[config.mk]
export PLATFORM = sky130hd
export DESIGN_NAME = mcast_xbar_top
export DESIGN_NICKNAME = d
export VERILOG_FILES = /design/src/common/mcast_types_pkg.sv /design/src/common/mcast_ctrl_pkg.sv /design/src/common/mcast_req_if.sv /design/src/ingress/mcast_ingress.sv /design/src/design/mcast_req_fifo.sv /design/src/fanout/mcast_fanout.sv /design/src/design/mcast_xbar_top.sv
export VERILOG_INCLUDE_DIRS = /design/src /design/src/common
export SDC_FILE = /design/constraint.sdc
export NUM_CORES = 1
export LEC_CHECK = 0
export ABC_AREA = 1
export BUFFER_PORTS_ARGS = -buffer_cell sky130_fd_sc_hd__buf_2
export CAP_MARGIN = 5
export CORE_ASPECT_RATIO = 0.75
export CORE_MARGIN = 10
export CORE_UTILIZATION = 55
export DETAILED_ROUTE_END_ITERATION = 16
export PLACE_DENSITY = 0.93
export SYNTH_ARGS = -nofsm -noshare
export SYNTH_HDL_FRONTEND = slang
export SYNTH_HIERARCHICAL = 1
export SYNTH_SLANG_ARGS = --single-unit
[constraint.sdc]
create_clock -name clk_i -period 7.3 [get_ports clk_i]
set_input_delay 1.46 -clock clk_i [delete_from_list [all_inputs] [get_ports clk_i]]
set_output_delay 1.46 -clock clk_i [all_outputs]
set_load 0.01 [all_outputs]
[src/common/mcast_consts.svh]
// Port counts, widths, address map and FIFO depth for the multicast crossbar, include where needed
`ifndef MCAST_CONSTS_SVH
`define MCAST_CONSTS_SVH

// Requester and target port counts
`define MCAST_NUM_REQ 2
`define MCAST_NUM_TGT 4

// Request payload widths
`define MCAST_ADDR_W 32
`define MCAST_DATA_W 32

// Each target owns a 4 KiB region, index sits right above the region offset
`define MCAST_IDX_LSB 12
`define MCAST_IDX_W 2

// Decoded requests buffered between ingress and fanout, keep a power of two
`define MCAST_FIFO_DEPTH 4

`endif

[src/common/mcast_types_pkg.sv]
// Data path types of the multicast crossbar, referenced by scoped name from RTL and testbench
`include "mcast_consts.svh"

package mcast_types_pkg;

  typedef logic [`MCAST_ADDR_W-1:0] addr_t;
  typedef logic [`MCAST_DATA_W-1:0] data_t;

  // One bit per target that still has to see the request
  typedef logic [`MCAST_NUM_TGT-1:0] tgt_mask_t;

  typedef logic [$clog2(`MCAST_NUM_REQ)-1:0] req_idx_t;

  // Decoded request as it travels from ingress through the FIFO to fanout
  typedef struct packed {
    addr_t     addr;
    data_t     data;
    tgt_mask_t dest;
    req_idx_t  req_idx;
    logic      dec_err;
  } req_entry_t;

endpackage

[src/common/mcast_ctrl_pkg.sv]
// Control encodings of the multicast crossbar: response codes and fanout FSM states
package mcast_ctrl_pkg;

  typedef enum logic {
    RESP_OKAY   = 1'b0,
    RESP_DECERR = 1'b1
  } resp_e;

  // Idle waits for a FIFO head, issue drives the pending targets
  typedef enum logic {
    FAN_IDLE  = 1'b0,
    FAN_ISSUE = 1'b1
  } fan_state_e;

endpackage

[src/common/mcast_req_if.sv]
// Valid/ready link for one decoded request, used between ingress, FIFO and fanout
`timescale 1ns/1ns

interface mcast_req_if;

  logic                        valid;
  logic                        ready;
  // Held steady from valid rising until the transfer
  mcast_types_pkg::req_entry_t entry;

  modport sender (
    output valid,
    output entry,
    input  ready
  );

  modport receiver (
    input  valid,
    input  entry,
    output ready
  );

endinterface

[src/ingress/mcast_ingress.sv]
// Crossbar ingress, picks one requester round-robin and decodes its multicast destination set
`timescale 1ns/1ns
`include "mcast_consts.svh"

module mcast_ingress (
  input  logic                                          clk_i,
  input  logic                                          arst_n_i,
  input  logic                   [`MCAST_NUM_REQ-1:0]   req_valid_i,
  output logic                   [`MCAST_NUM_REQ-1:0]   req_ready_o,
  input  mcast_types_pkg::addr_t [`MCAST_NUM_REQ-1:0]   req_addr_i,
  input  mcast_types_pkg::addr_t [`MCAST_NUM_REQ-1:0]   req_mask_i,
  input  mcast_types_pkg::data_t [`MCAST_NUM_REQ-1:0]   req_data_i,
  mcast_req_if.sender                                   out_if
);

  localparam int IDX_W  = `MCAST_IDX_W;
  localparam int IDX_HI = `MCAST_IDX_LSB + `MCAST_IDX_W - 1;

  mcast_types_pkg::req_idx_t  rr_q;
  mcast_types_pkg::req_idx_t  gnt_idx;
  logic [`MCAST_NUM_REQ-1:0]  grant;
  mcast_types_pkg::addr_t     sel_addr;
  logic [IDX_W-1:0]           addr_idx;
  logic [IDX_W-1:0]           mask_idx;
  logic                       dec_err;
  mcast_types_pkg::tgt_mask_t dest;

  // Search starts at the round-robin pointer, first valid requester wins
  always_comb begin
    mcast_types_pkg::req_idx_t cand;
    logic                      found;
    grant   = '0;
    gnt_idx = rr_q;
    found   = 1'b0;
    for (int k = 0; k < `MCAST_NUM_REQ; k++) begin
      cand = mcast_types_pkg::req_idx_t'(int'(rr_q) + k);
      if (!found && req_valid_i[cand]) begin
        found       = 1'b1;
        gnt_idx     = cand;
        grant[cand] = 1'b1;
      end
    end
  end

  assign sel_addr = req_addr_i[gnt_idx];
  assign addr_idx = sel_addr[IDX_HI:`MCAST_IDX_LSB];
  assign mask_idx = req_mask_i[gnt_idx][IDX_HI:`MCAST_IDX_LSB];

  // Anything above the last region is unmapped
  assign dec_err = |sel_addr[`MCAST_ADDR_W-1:IDX_HI+1];

  // Masked index bits match either value, unmasked ones must agree with the address
  always_comb begin
    for (int j = 0; j < `MCAST_NUM_TGT; j++) begin
      dest[j] = !dec_err && (((addr_idx ^ IDX_W'(j)) & ~mask_idx) == '0);
    end
  end

  assign out_if.valid = |req_valid_i;
  assign out_if.entry = '{addr: sel_addr, data: req_data_i[gnt_idx], dest: dest,
                          req_idx: gnt_idx, dec_err: dec_err};
  assign req_ready_o  = grant & {`MCAST_NUM_REQ{out_if.ready}};

  // A stalled winner keeps top priority so the offered entry stays put
  always_ff @(posedge clk_i or negedge arst_n_i) begin
    if (!arst_n_i) begin
      rr_q <= '0;
    end else if (out_if.valid && out_if.ready) begin
      rr_q <= gnt_idx + 1'b1;
    end else if (out_if.valid) begin
      rr_q <= gnt_idx;
    end
  end

  a_grant_onehot: assert property (@(posedge clk_i) disable iff (!arst_n_i)
    $onehot0(grant) && ((grant & ~req_valid_i) == '0));

endmodule

[src/design/mcast_req_fifo.sv]
// Circular buffer of decoded requests between crossbar ingress and fanout
`timescale 1ns/1ns
`include "mcast_consts.svh"

module mcast_req_fifo (
  input  logic           clk_i,
  input  logic           arst_n_i,
  mcast_req_if.receiver  in_if,
  mcast_req_if.sender    out_if
);

  localparam int DEPTH = `MCAST_FIFO_DEPTH;
  localparam int PTR_W = $clog2(DEPTH);
  localparam int CNT_W = $clog2(DEPTH + 1);

  mcast_types_pkg::req_entry_t mem_q [DEPTH];
  logic [PTR_W-1:0]            wr_ptr_q;
  logic [PTR_W-1:0]            rd_ptr_q;
  logic [CNT_W-1:0]            count_q;
  logic                        full;
  logic                        wr_en;
  logic                        rd_en;

  assign full         = (count_q == CNT_W'(DEPTH));
  assign in_if.ready  = !full;
  assign out_if.valid = (count_q != '0);
  assign out_if.entry = mem_q[rd_ptr_q];

  assign wr_en = in_if.valid && in_if.ready;
  assign rd_en = out_if.valid && out_if.ready;

  always_ff @(posedge clk_i) begin
    if (wr_en) begin
      mem_q[wr_ptr_q] <= in_if.entry;
    end
  end

  // Pointers wrap on their own since the depth is a power of two
  always_ff @(posedge clk_i or negedge arst_n_i) begin
    if (!arst_n_i) begin
      wr_ptr_q <= '0;
      rd_ptr_q <= '0;
      count_q  <= '0;
    end else begin
      if (wr_en) begin
        wr_ptr_q <= wr_ptr_q + 1'b1;
      end
      if (rd_en) begin
        rd_ptr_q <= rd_ptr_q + 1'b1;
      end
      case ({wr_en, rd_en})
        2'b10:   count_q <= count_q + 1'b1;
        2'b01:   count_q <= count_q - 1'b1;
        default: count_q <= count_q;
      endcase
    end
  end

  // A write never lands on a slot that still holds an unread entry
  a_no_write_full: assert property (@(posedge clk_i) disable iff (!arst_n_i)
    wr_en |-> (wr_ptr_q != rd_ptr_q) || (count_q == '0));

endmodule

[src/fanout/mcast_fanout.sv]
// Crossbar fanout, drives each request to all its targets and pulses the requester response
`timescale 1ns/1ns
`include "mcast_consts.svh"

module mcast_fanout (
  input  logic                                          clk_i,
  input  logic                                          arst_n_i,
  mcast_req_if.receiver                                 in_if,
  output logic                   [`MCAST_NUM_TGT-1:0]   tgt_valid_o,
  input  logic                   [`MCAST_NUM_TGT-1:0]   tgt_ready_i,
  output mcast_types_pkg::addr_t [`MCAST_NUM_TGT-1:0]   tgt_addr_o,
  output mcast_types_pkg::data_t [`MCAST_NUM_TGT-1:0]   tgt_data_o,
  output logic                   [`MCAST_NUM_REQ-1:0]   req_resp_valid_o,
  output logic                   [`MCAST_NUM_REQ-1:0]   req_resp_err_o
);

  mcast_ctrl_pkg::fan_state_e  state_q;
  mcast_types_pkg::req_entry_t cur_q;
  mcast_types_pkg::tgt_mask_t  pend_q;
  mcast_ctrl_pkg::resp_e       resp;
  logic                        issuing;
  logic                        done;
  logic                        take;

  assign issuing     = (state_q == mcast_ctrl_pkg::FAN_ISSUE);
  assign tgt_valid_o = issuing ? pend_q : '0;

  // Entry commits once the last pending targets handshake, a decode error has none
  assign done        = issuing && ((pend_q & ~tgt_ready_i) == '0);
  assign in_if.ready = !issuing || done;
  assign take        = in_if.valid && in_if.ready;

  assign resp = cur_q.dec_err ? mcast_ctrl_pkg::RESP_DECERR : mcast_ctrl_pkg::RESP_OKAY;

  always_comb begin
    for (int i = 0; i < `MCAST_NUM_REQ; i++) begin
      req_resp_valid_o[i] = done && (cur_q.req_idx == mcast_types_pkg::req_idx_t'(i));
      req_resp_err_o[i]   = req_resp_valid_o[i] && (resp == mcast_ctrl_pkg::RESP_DECERR);
    end
  end

  // Same payload on every target, valid selects who takes it
  always_comb begin
    for (int j = 0; j < `MCAST_NUM_TGT; j++) begin
      tgt_addr_o[j] = cur_q.addr;
      tgt_data_o[j] = cur_q.data;
    end
  end

  always_ff @(posedge clk_i or negedge arst_n_i) begin
    if (!arst_n_i) begin
      state_q <= mcast_ctrl_pkg::FAN_IDLE;
      pend_q  <= '0;
    end else if (take) begin
      state_q <= mcast_ctrl_pkg::FAN_ISSUE;
      pend_q  <= in_if.entry.dest;
    end else if (done) begin
      state_q <= mcast_ctrl_pkg::FAN_IDLE;
      pend_q  <= '0;
    end else if (issuing) begin
      pend_q <= pend_q & ~tgt_ready_i;
    end
  end

  always_ff @(posedge clk_i) begin
    if (take) begin
      cur_q <= in_if.entry;
    end
  end

  // Offered beat stays up and unchanged until the target takes it
  for (genvar j = 0; j < `MCAST_NUM_TGT; j++) begin : gen_tgt_hold
    a_valid_hold: assert property (@(posedge clk_i) disable iff (!arst_n_i)
      tgt_valid_o[j] && !tgt_ready_i[j] |=> tgt_valid_o[j] && $stable(tgt_data_o[j]));
  end

endmodule

[src/design/mcast_xbar_top.sv]
// Multicast write crossbar top, chains ingress, request FIFO and fanout behind plain ports
`timescale 1ns/1ns
`include "mcast_consts.svh"

module mcast_xbar_top (
  input  logic                                          clk_i,
  input  logic                                          arst_n_i,
  input  logic                   [`MCAST_NUM_REQ-1:0]   req_valid_i,
  output logic                   [`MCAST_NUM_REQ-1:0]   req_ready_o,
  input  mcast_types_pkg::addr_t [`MCAST_NUM_REQ-1:0]   req_addr_i,
  input  mcast_types_pkg::addr_t [`MCAST_NUM_REQ-1:0]   req_mask_i,
  input  mcast_types_pkg::data_t [`MCAST_NUM_REQ-1:0]   req_data_i,
  output logic                   [`MCAST_NUM_REQ-1:0]   req_resp_valid_o,
  output logic                   [`MCAST_NUM_REQ-1:0]   req_resp_err_o,
  output logic                   [`MCAST_NUM_TGT-1:0]   tgt_valid_o,
  input  logic                   [`MCAST_NUM_TGT-1:0]   tgt_ready_i,
  output mcast_types_pkg::addr_t [`MCAST_NUM_TGT-1:0]   tgt_addr_o,
  output mcast_types_pkg::data_t [`MCAST_NUM_TGT-1:0]   tgt_data_o
);

  mcast_req_if ing_if ();
  mcast_req_if fan_if ();

  mcast_ingress i_ingress (
    .clk_i       ( clk_i       ),
    .arst_n_i    ( arst_n_i    ),
    .req_valid_i ( req_valid_i ),
    .req_ready_o ( req_ready_o ),
    .req_addr_i  ( req_addr_i  ),
    .req_mask_i  ( req_mask_i  ),
    .req_data_i  ( req_data_i  ),
    .out_if      ( ing_if      )
  );

  mcast_req_fifo i_req_fifo (
    .clk_i    ( clk_i    ),
    .arst_n_i ( arst_n_i ),
    .in_if    ( ing_if   ),
    .out_if   ( fan_if   )
  );

  mcast_fanout i_fanout (
    .clk_i            ( clk_i            ),
    .arst_n_i         ( arst_n_i         ),
    .in_if            ( fan_if           ),
    .tgt_valid_o      ( tgt_valid_o      ),
    .tgt_ready_i      ( tgt_ready_i      ),
    .tgt_addr_o       ( tgt_addr_o       ),
    .tgt_data_o       ( tgt_data_o       ),
    .req_resp_valid_o ( req_resp_valid_o ),
    .req_resp_err_o   ( req_resp_err_o   )
  );

endmodule

==> results.md, run 1 <==
* Initial antenna violation count at 0
* Core outline area at 30500 um^2
* Number of max-capacitance violations reported at 0
* Critical path launch point type: input pin
* Half-perimeter wire length after placement at 25200 um
* Final critical-path required period at 3.83 ns
* Arrival time of the worst setup path at 2.37 ns
* Worst-case clock skew at 0.0115 ns
* Vias/cell at 5.15
* IR Drop Worst-Case VDD at 0.000330 V
* Count of cells along the worst hold path at 1
* Area of combinational cells with multiple inputs at 3530 um^2
* Transition at the pin with the smallest max-transition slack at 1.15 ns
* CP max FO at 4
* Total leakage power at 8.36 nW
* Number of DRC violations after detailed-routing iteration 0 at 905
* Sequential cell area in the final layout at 10700 um^2
* Number of gates resized after cts at 0
* Mean routed wirelength per cell at 18.8 um
* Clock tree buffer depth at 3
* Setup Viol. Count Final at 0
* Predominant post-synthesis flop cell: edfxtp_1
* Filler Cells Inserted at 2227
* Average footprint of a synthesized cell at 11.4 um^2
* Share of the synthesized area in the top cell type at 0.605
* Type of element capturing the critical path: primary output
* Max stage delay cell, worst path: nor2_1
* Count of unique library cells instantiated by Yosys at 31
* EDFF count, synth at 346
* Total clock buffers created by CTS at 36
* Post-synthesis instance area at 17200 um^2
* Diode count at 0
* Placer's final routability congestion estimate at 0.831
* H-tree depth at 2
* Total number of placement rows at 55
* Number of slew-limit violations in the final report at 0
* Vias after detailed routing at 10600
* Critical path class: in -> out
* Clock-pin slew on the worst setup and hold paths at 0.06 ns
* I/O Buffers at 405
* Syn Nets at 1713
* Maximum cell stage delay along the critical path at 0.17 ns
* RSZ-0062 raised after global routing: no
* Clk root buf: clkbuf_16
* Wire length on met2 at 20400 um
* Max-slew headroom at 0.235
* Worst r2r path cells at 11
* Total detailed-routing wirelength at 38800 um
* GR Overflow Total at 0
* Nets at 1847
* Cell types with the largest area share after synthesis: edfxtp_1, buf_4, nand2_1
* Latest clock arrival within the worst-skew pair at 0.51 ns
* Yosys Warn Count at 6
* Setup TNS after final layout at 0 ns
* Routed metal-1 wirelength at 14400 um
* Fmax at 261 MHz
* Cell types with the highest counts after synthesis: nand2_1, edfxtp_1, buf_4
* CTS tree: done
* Maximum number of pins on one net before global-route repair at 111
* Top layer reached by signal wires: met4
* Initial Util at 0.564
* DRC violation count after routing at 0
* Post-synthesis instance total at 1507
* IO Count at 466
* Worst Hold Class: reg -> reg
* Fraction of synthesis flops using an asynchronous set or reset pin at 0.0362
* Clock sink total at 359
* Die area at 38800 um^2
* Die outline height at 173 um
* Fraction of the yosys area taken by sequential cells at 0.624
* Cell type with the highest aggregate area in the netlist: edfxtp_1
* Power density cells at 481 nW/um^2
* CP required at 5.84 ns
* Buffers inserted during post-CTS setup optimization at 0
* Horizontal die dimension at 224 um
* Final total power at 8.99 mW
* Post-cts hold buffer count at 0
* Cell-by-cell listing of the critical path: buf_2, inv_1, nand2_1, nand2_1, nor2_1, nand2_1, nor2_1, buf_2
* Most numerous cell in the Yosys netlist: nand2_1
* Status: complete, no violations
* Vias in the first global route at 10900
* Fraction of layout cells with a size suffix above 1 at 0.339
* GRT Overall Usage at 0.192
* Number of detailed-route iterations in the first pass at 8
* Remaining antenna violation count at 0
* Number of failing hold endpoints at the final stage at 0
* Flop and latch count out of synthesis at 359
* Crit-path most repeated cell: nand2_1
* Tcrit/Tclk final at 0.525
* Area growth syn-to-layout at 8.85%
* Wire length on met3 at 3060 um
* Wire length of the first global-routing pass at 59200 um
state kept, by name (all words and copies together), names as in the netlist:
register,flops
i_req_fifo/count_q,3
i_fanout/pend_q,4
i_req_fifo/wr_ptr_q,2
i_fanout/tgt_addr_o,32
i_req_fifo/rd_ptr_q,2
i_fanout/tgt_data_o,32
i_req_fifo/mem_q,280
i_ingress/rr_q,1
i_fanout/cur_q,2
i_fanout/issuing,1
power by group:
| part | switching (mW) | internal (mW) |
|---|---|---|
| Sequential | 0.394 | 3.33 |
| Combinational | 2.35 | 1.08 |
| Clock | 0.742 | 1.10 |
| Total | 3.48 | 5.51 |
placed cells by master (no fill, tap or decap), types with 3 or more instances in the layout:
| cell | netlist | routed |
|---|---|---|
| o21ai_1 | 3 | 3 |
| inv_1 | 171 | 170 |
| inv_2 | 7 | 5 |
| nor2_1 | 23 | 19 |
| nand3_1 | 30 | 30 |
| clkbuf_1 | 25 | 6 |
| buf_2 | 22 | 405 |
| nor2_4 | 0 | 4 |
| nand2_1 | 420 | 420 |
| buf_4 | 259 | 10 |
| clkbuf_16 | 0 | 37 |
| o211ai_1 | 71 | 71 |
| ha_1 | 5 | 5 |
| clkinv_2 | 0 | 8 |
| clkinv_1 | 1 | 8 |
| bufinv_16 | 0 | 5 |
| edfxtp_1 | 346 | 346 |
| o211ai_2 | 69 | 69 |
| nand2_2 | 10 | 10 |
| dfrtp_1 | 13 | 12 |
final timing paths:
check	startpoint	end	slack, ns
min reg2reg	i_req_fifo/count_q[0]	i_req_fifo/count_q[0]	0.49
max in group asynchronous	arst_n_i	i_req_fifo/rd_ptr_q[1]	6.19
max	tgt_ready_i[1]	req_resp_valid_o[1]	3.47
min in group asynchronous	arst_n_i	i_req_fifo/count_q[1]	0.84
min	i_req_fifo/count_q[0]	i_req_fifo/count_q[0]	0.49
max reg2reg	i_ingress/rr_q	i_req_fifo/mem_q[3][3]	4.34
stage by stage:
step / hold slack [ns] / worst slack, ns / cell area, um^2 / cells / util
detailed placement: 0.482 / 3.19 / 17500 / 2002 / 0.575
floorplan: 0.466 / 2.14 / 17200 / 1507 / -
global route: 0.504 / 3.40 / 18700 / 2065 / 0.614
finish: 0.493 / 3.47 / 18700 / 2065 / 0.614
CTS: 0.494 / 3.46 / 18700 / 2065 / 0.614
global placement: 0.481 / 3.30 / 17500 / 2002 / 0.575
worst max-delay path: cells and delay by family:
| kind | cells | cell delay, ns |
|---|---|---|
| simple gates | 5 | 0.62 |
| buf+inv | 3 | 0.28 |
area by class of cell:
cell class,count,share of cell area
clock buffers,43,0.0507
flip-flops and latches,359,0.573
inverters,179,0.0365
well taps,399,0.0267
clock inverters,20,0.0118
repair buffers,415,0.112
multi-input cells,650,0.189
per-layer routing:
layer	track usage	vias up
li1	-	5011
met1	0.215	5074
met2	0.347	463
met3	0.0473	77
met4	0.0679	0
met5	0	-
logic make-up (layout without fill, tap and decap cells):
family,count (synthesis),after routing,share of synthesized area
buffers and inverters,498,657,0.173
and+or+nand+nor,494,494,0.114
DFF,359,359,0.624
AOI/OAI and AO/OA,148,148,0.0844
adders and majority gates,6,6,0.00481
xor gates and xnor gates,1,1,0.000510
muxes,1,1,0.000582
No activity file was read; power rests on OpenSTA's default activity.
==> run 2, diff against run 1 <==
Settings changed: CORE_UTILIZATION 55 to 48, PLACE_DENSITY 0.93 to 0.87.
Clock period 7.3 ns to 3.5 ns, I/O delays scaled along.
==> run 2 against run 1 <==
Combinational power increased by 110%. Utilization is 7.0 points lower. Power rose by 110%. Cell count is 3.7% higher. Register-to-register slack worse by 3.3 ns. Cell area up 1.7%. Clock skew up 0.0096 ns. Hold slack worse by 0.43 ns. Die area rose by 13%. Count of clock-buffer cells in the layout increased by 6. Sequential power increased by 110%. Via count is 0.28% higher. Largest power group unchanged. Highest routed layer unchanged.
==> results.md, run 2 (synthesis results as in run 1) <==
* Status: complete, no violations
* Filler Cells Inserted at 2822 (+27%)
* Top layer reached by signal wires: met4
* Critical path class: reg -> out
* Total clock buffers created by CTS at 38 (+5.6%)
* Fraction of power consumed by sequential logic at 0.400 (-0.014)
* IO Count at 466 (unchanged)
* Placer's final routability congestion estimate at 0.801 (-3.6%)
* Buffers inserted during post-CTS setup optimization at 0 (unchanged)
* Cell-by-cell listing of the critical path: nand2_2, nand2_2, nor2_1, nand2_1, nor3_1, buf_2
* Max-slew headroom at 0.444 (+0.209)
* CP required at 2.80 ns (-3.04 ns)
* Initial antenna violation count at 0 (unchanged)
* Post-cts hold buffer count at 0 (unchanged)
* Routed metal-1 wirelength at 14900 um (+3.0%)
* Wire length on met2 at 20300 um (-0.23%)
* Clk root buf: clkbuf_16
* Sw Pwr at 7.33 mW (+110%)
* CP max FO at 4 (unchanged)
* Clock-pin slew on the worst setup and hold paths at 0.06 ns (about the same)
* Total leakage power at 8.50 nW (+1.6%)
* Half-perimeter wire length after placement at 26700 um (+6.0%)
* Area growth syn-to-layout at 10.7%
* Maximum number of pins on one net before global-route repair at 115 (+3.6%)
* Number of gates resized after cts at 0 (unchanged)
* Minimum setup slack among reg-to-reg paths at 1.09 ns (-3.25 ns)
* Number of failing hold endpoints at the final stage at 0 (unchanged)
* Setup TNS after final layout at 0 ns (unchanged)
* Largest register FFs at 280 (unchanged)
* I/O Buffers at 405 (unchanged)
* Total detailed-routing wirelength at 38800 um (about the same)
* Commonest non-fill, non-tap cells in the layout: nand2_1, buf_2, edfxtp_1
* Tcrit/Tclk final at 0.690
* Power density cells at 1010 nW/um^2 (+110%)
* Transition at the pin with the smallest max-transition slack at 0.835 ns (-0.312 ns)
* Die outline height at 184 um (+6.2%)
* Wire length of the first global-routing pass at 59500 um (+0.41%)
* Cell internal power dissipation at 11.8 mW (+110%)
* H-tree depth at 2 (unchanged)
* Initial Util at 0.491 (-0.0726)
* Clock sink total at 359 (unchanged)
* Die area at 43800 um^2 (+13%)
* GRT Overall Usage at 0.170 (-0.0219)
* Critical path launch point type: register
* Register with the most flip-flops: i_req_fifo/mem_q
* Latest clock arrival within the worst-skew pair at 0.53 ns (+0.02 ns)
* Maximum cell stage delay along the critical path at 0.40 ns (+0.23 ns)
* Clock tree buffer depth at 3 (unchanged)
* Final total power at 19.1 mW (+110%)
* CTS tree: done
* RSZ-0062 raised after global routing: no
* Remaining antenna violation count at 0 (unchanged)
* Crit-path most repeated cell: nand2_2
* Core outline area at 35000 um^2 (+15%)
* Horizontal die dimension at 238 um (+6.4%)
* Total number of placement rows at 59 (+7.3%)
* Worst setup slack after placement at 0.648 ns (-2.54 ns)
* IR Drop Worst-Case VDD at 0.000818 V (+150%)
* Nets at 1862 (+0.81%)
* Arrival time of the worst setup path at 1.71 ns (-0.66 ns)
* Number of DRC violations after detailed-routing iteration 0 at 711 (-21%)
* Worst-case clock skew at 0.0211 ns (+0.00961 ns)
* Number of detailed-route iterations in the first pass at 5 (-3)
* DRC violation count after routing at 0 (unchanged)
* Post-layout worst setup margin at 1.09 ns (-2.38 ns)
* Combinational fraction of design power at 0.385 (+0.004)
* Clock power share at 0.215 (+0.010)
* Type of element capturing the critical path: primary output
* GR Overflow Total at 0 (unchanged)
* Number of max-capacitance violations reported at 0 (unchanged)
* Leading cell type in the layout, fill and taps excluded: nand2_1
* Fmax at 414 MHz
* Setup Viol. Count Final at 0 (unchanged)
* Vias in the first global route at 11000 (+1.5%)
* Wire length on met3 at 3050 um (-0.36%)
* Final critical-path required period at 2.41 ns
* Vias after detailed routing at 10700 (+0.28%)
* Mean routed wirelength per cell at 18.1 um (-3.5%)
* Switching Share at 0.383 (-0.00446)
* Number of slew-limit violations in the final report at 0 (unchanged)
* Diode count at 0 (unchanged)
* Worst Hold Class: in -> async
* Fraction of layout cells with a size suffix above 1 at 0.346 (+0.00746)
* Vias/cell at 4.97 (-3.3%)
* Max stage delay cell, worst path: dfrtp_1
==> run 2: metrics by stage <==
stage          utilization  area, um^2  std cells  hold WS, ns
3_5_place_dp         0.507       17700       2073        0.498
3_3_place_gp         0.507       17700       2073        0.482
5_1_grt              0.544       19000       2142       0.0636
6_report             0.544       19000       2142       0.0637
4_1_cts              0.544       19000       2142       0.0436
2_1_floorplan            -       17200       1507        0.404
==> run 2: cell type report <==
class	instances	area, um^2	area share
Timing Repair Buffer	428	2240	0.118
Clock inverter	20	229	0.0120
Tap cell	457	572	0.0300
Clock buffer	49	1060	0.0555
Multi-Input combinational cell	650	3530	0.186
Inverter	179	683	0.0359
Sequential cell	359	10700	0.563
==> run 2: final timing paths <==
check | start | depth (start not counted) | to
setup / recovery | i_fanout/pend_q[3] | 6 | req_resp_err_o[1]
hold / removal | arst_n_i | 1 | i_fanout/issuing
setup reg to reg | i_ingress/rr_q | 11 | i_req_fifo/mem_q[1][2]
hold reg to reg | i_req_fifo/count_q[1] | 2 | i_req_fifo/count_q[1]
max in group asynchronous | arst_n_i | 1 | i_req_fifo/rd_ptr_q[1]
min in group clk_i | tgt_ready_i[0] | 4 | i_fanout/pend_q[0]
==> run 2: layer usage <==
layer,vias up,GRT usage
met4,0,0.0455
met1,5134,0.197
li1,5050,-
met2,414,0.307
met5,-,0
met3,57,0.0448
==> run 2: power groups by stage <==
stage          clock (mW)  combinational [mW]  sequential [mW]
2_1_floorplan           0                6.49             7.64
3_3_place_gp            0                7.22             7.63
3_5_place_dp            0                7.47             7.74
4_1_cts              4.20                7.49             7.67
5_1_grt              4.38                8.12             7.82
6_report             4.12                7.36             7.66
==> run 2: critical path, delay by kind of cell, from the launching register on <==
kind | cells | cell delay (ns)
buf+inv | 1 | 0.16
simple gates | 5 | 0.62
flops | 1 | 0.40
==> run 3, diff against run 2 <==
Settings changed: ABC_AREA 1 to 0, CORE_UTILIZATION 48 to 52, PLACE_DENSITY 0.87 to 0.9.
Clock period 3.5 ns to 2.3 ns, I/O delays scaled along.
==> run 3 against run 2 <==
Flip-flop and latch count unchanged. Count of clock-buffer cells in the layout down 1. Clock power up 38%. Area after synthesis down 5.6%. Cell area down 3.6%. Largest cell class unchanged. Register-to-register slack worse by 0.92 ns. Utilization up 5.8 points. Combinational power up 40%. Via count down 23%. Highest routed layer unchanged.
==> results.md, run 3 <==
* Final Non-Filler Cells at 1548 (-28%)
* Number of max-capacitance violations reported at 0 (unchanged)
* Predominant post-synthesis flop cell: edfxtp_1
* Core outline area at 30500 um^2 (-13%)
* Nets at 1330 (-29%)
* Critical path launch point type: register
* RSZ-0062 raised after global routing: no
* Horizontal die dimension at 224 um (-6.1%)
* Cell count after placement at 1481 (-29%)
* IO Count at 466 (unchanged)
* Fraction of the yosys area taken by sequential cells at 0.661 (+0.0371)
* Area growth syn-to-layout at 13.1%
* Post-synthesis instance total at 935 (-38%)
* Number of detailed-route iterations in the first pass at 5 (unchanged)
* Total leakage power at 7.00 nW (-18%)
* Fraction of synthesis flops using an asynchronous set or reset pin at 0.0362 (unchanged)
* Sw Pwr at 9.21 mW (+26%)
* Yosys Warn Count at 6 (unchanged)
* Power density cells at 1510 nW/um^2 (+50%)
* Count of unique library cells instantiated by Yosys at 50 (+61%)
* Vias after detailed routing at 8250 (-23%)
* Most numerous cell in the Yosys netlist: edfxtp_1
* Setup Viol. Count Final at 0 (unchanged)
* GR Overflow Total at 0 (unchanged)
* Final total power at 27.7 mW (+45%)
* CP max FO at 7 (+3)
* Status: complete, no violations
* Wire length on met3 at 3070 um (+0.82%)
* Number of DRC violations after detailed-routing iteration 0 at 551 (-23%)
* Max-slew headroom at 0.670 (+0.227)
* Fmax at 449 MHz
* Arrival time of the worst setup path at 1.77 ns (+0.06 ns)
* CTS tree: done
* Switching Share at 0.332 (-0.0505)
* Post-route cell area at 18300 um^2 (-3.6%)
* Mean routed wirelength per cell at 22.0 um (+21%)
* Routed metal-1 wirelength at 12700 um (-14%)
* Average footprint of a synthesized cell at 17.3 um^2 (+52%)
* Latest clock arrival within the worst-skew pair at 0.51 ns (-0.02 ns)
* I/O Buffers at 405 (unchanged)
* GRT Overall Usage at 0.170 (-0.000404)
* EDFF count, synth at 346 (unchanged)
* Post-synthesis instance area at 16200 um^2 (-5.6%)
* Max stage delay cell, worst path: dfrtp_1
* Cell type with the highest aggregate area in the netlist: edfxtp_1
* Worst-case clock skew at 0.0254 ns (+0.00428 ns)
* Register with the most flip-flops: i_req_fifo/mem_q
* Syn Nets at 1141 (-33%)
* Half-perimeter wire length after placement at 24200 um (-9.4%)
* Final critical-path required period at 2.23 ns
* Worst Hold Class: in -> reg
* Reg-to-Reg Start: i_req_fifo/count_q[1]
* Worst r2r path cells at 9 (-2)
* Total detailed-routing wirelength at 34100 um (-12%)
* Count of cells along the worst hold path at 2
* Maximum cell stage delay along the critical path at 0.41 ns (about the same)
* Area after DPL at 17200 um^2 (-3.3%)
* Share of the synthesized area in the top cell type at 0.641 (+0.0360)
* Top layer reached by signal wires: met4
* Worst hold slack at 0.290 ns (+0.226 ns)
* Clock sink total at 359 (unchanged)
* Cell types with the highest counts after synthesis: edfxtp_1, buf_4, mux4_2
* Initial antenna violation count at 0 (unchanged)
* CP required at 1.84 ns (-0.96 ns)
* Number of failing hold endpoints at the final stage at 0 (unchanged)
* Die area at 38700 um^2 (-12%)
* Total clock buffers created by CTS at 36 (-5.3%)
* Initial Util at 0.532 (+0.0409)
* Transition at the pin with the smallest max-transition slack at 0.494 ns (-0.340 ns)
* Cell types with the largest area share after synthesis: edfxtp_1, buf_4, mux4_2
* Maximum number of pins on one net before global-route repair at 45 (-61%)
* Cell internal power dissipation at 18.5 mW (+57%)
* Type of element capturing the critical path: primary output
* Total number of placement rows at 55 (-6.8%)
* Diode count at 0 (unchanged)
* Startpoint of the worst setup timing path: i_req_fifo/count_q[1]
* Vias/cell at 5.33 (+7.1%)
* Flop and latch count out of synthesis at 359 (unchanged)
* Die outline height at 173 um (-5.9%)
* Destination of the critical timing path: req_ready_o[0]
* IR Drop Worst-Case VDD at 0.000953 V (+16%)
* Leading cell type in the layout, fill and taps excluded: buf_2
* Wire length on met2 at 17400 um (-14%)
* Combinational fraction of design power at 0.371 (-0.014)
* Vias in the first global route at 9049 (-18%)
* Worst reg2reg endpoint: i_req_fifo/count_q[2]
* Wire length of the first global-routing pass at 51500 um (-13%)
* Fraction of power consumed by sequential logic at 0.425 (+0.025)
* Clock-pin slew on the worst setup and hold paths at 0.06 ns (about the same)
* Tcrit/Tclk final at 0.969
* Clock power share at 0.205 (-0.010)
* Fraction of layout cells with a size suffix above 1 at 0.566 (+0.220)
* Critical path class: reg -> out
* Cell-by-cell listing of the critical path: or3b_4, buf_6, and3_1, buf_2
* Commonest non-fill, non-tap cells in the layout: buf_2, edfxtp_1, mux4_2
* DRC violation count after routing at 0 (unchanged)
* H-tree depth at 2 (unchanged)
* Placer's final routability congestion estimate at 0.854 (+6.6%)
* Largest register FFs at 280 (unchanged)
* Number of slew-limit violations in the final report at 0 (unchanged)
* Minimum setup slack among reg-to-reg paths at 0.17 ns (-0.92 ns)
* Clk root buf: clkbuf_16
* Clock tree buffer depth at 3 (unchanged)
* Remaining antenna violation count at 0 (unchanged)
[run 3: through the flow]
stage / util / TNS [ns] / setup slack, ns
final: 0.602 / 0 / 0.0707
after floorplan: - / -7.52 / -0.114
after global placement: 0.563 / 0 / 0.0573
after global routing: 0.602 / 0 / 0.00392
after CTS: 0.601 / 0 / 0.00861
after detailed placement: 0.563 / 0 / 0.0208
[run 3: routing by layer]
layer / vias up / track usage
li1: 3657 / -
met1: 4123 / 0.195
met4: 0 / 0.0563
met3: 69 / 0.0544
met2: 401 / 0.294
met5: - / 0
[run 3: power by group through the flow]
stage,clock network [mW],registers (mW),logic [mW]
floorplan,0,11.4,9.03
global placement,0,11.7,10.2
detailed placement,0,11.9,10.4
CTS,5.80,11.8,10.4
global route,6.08,12.0,11.1
finish,5.67,11.8,10.3
[run 3: worst min-delay path by stage]
stage / from / end / slack (ns)
detailed placement: arst_n_i / i_fanout/issuing / 0.38
floorplan: arst_n_i / i_fanout/issuing / 0.16
global route: req_valid_i[1] / i_ingress/rr_q / 0.28
finish: req_valid_i[1] / i_ingress/rr_q / 0.29
CTS: req_valid_i[1] / i_ingress/rr_q / 0.27
global placement: arst_n_i / i_fanout/pend_q[1] / 0.37
[run 3: cells by family after synthesis]
logic type,Yosys count,share of synthesized area
AOI/OAI and AO/OA,47,0.0249
DFF,359,0.661
and+or+nand+nor,77,0.0307
adders and majority gates,6,0.00509
muxes,130,0.140
buffers and inverters,310,0.136
xor gates and xnor gates,6,0.00324
[run 3: repair_timing]
action,4_1_cts,5_1_grt
setup buffers,0,3
setup endpoints to repair,2,3
hold endpoints to repair,13,0
gates resized for setup,1,4
hold buffers,1,0
[run 3: area by class of cell]
| type | count | area (um^2) |
|---|---|---|
| well taps | 399 | 499 |
| clock buffers | 48 | 987 |
| clock inverters | 15 | 158 |
| multi-input cells | 266 | 3360 |
| fillers | 2151 | 12100 |
| flip-flops and latches | 359 | 10700 |
| repair buffers | 441 | 2540 |
| inverters | 20 | 75.1 |
[run 3: critical path: cells and delay by family, from the launching register on]
kind                   cells  cell delay [ns]
buffers and inverters      2             0.28
DFF                        1             0.41
and+or+nand+nor            2             0.56
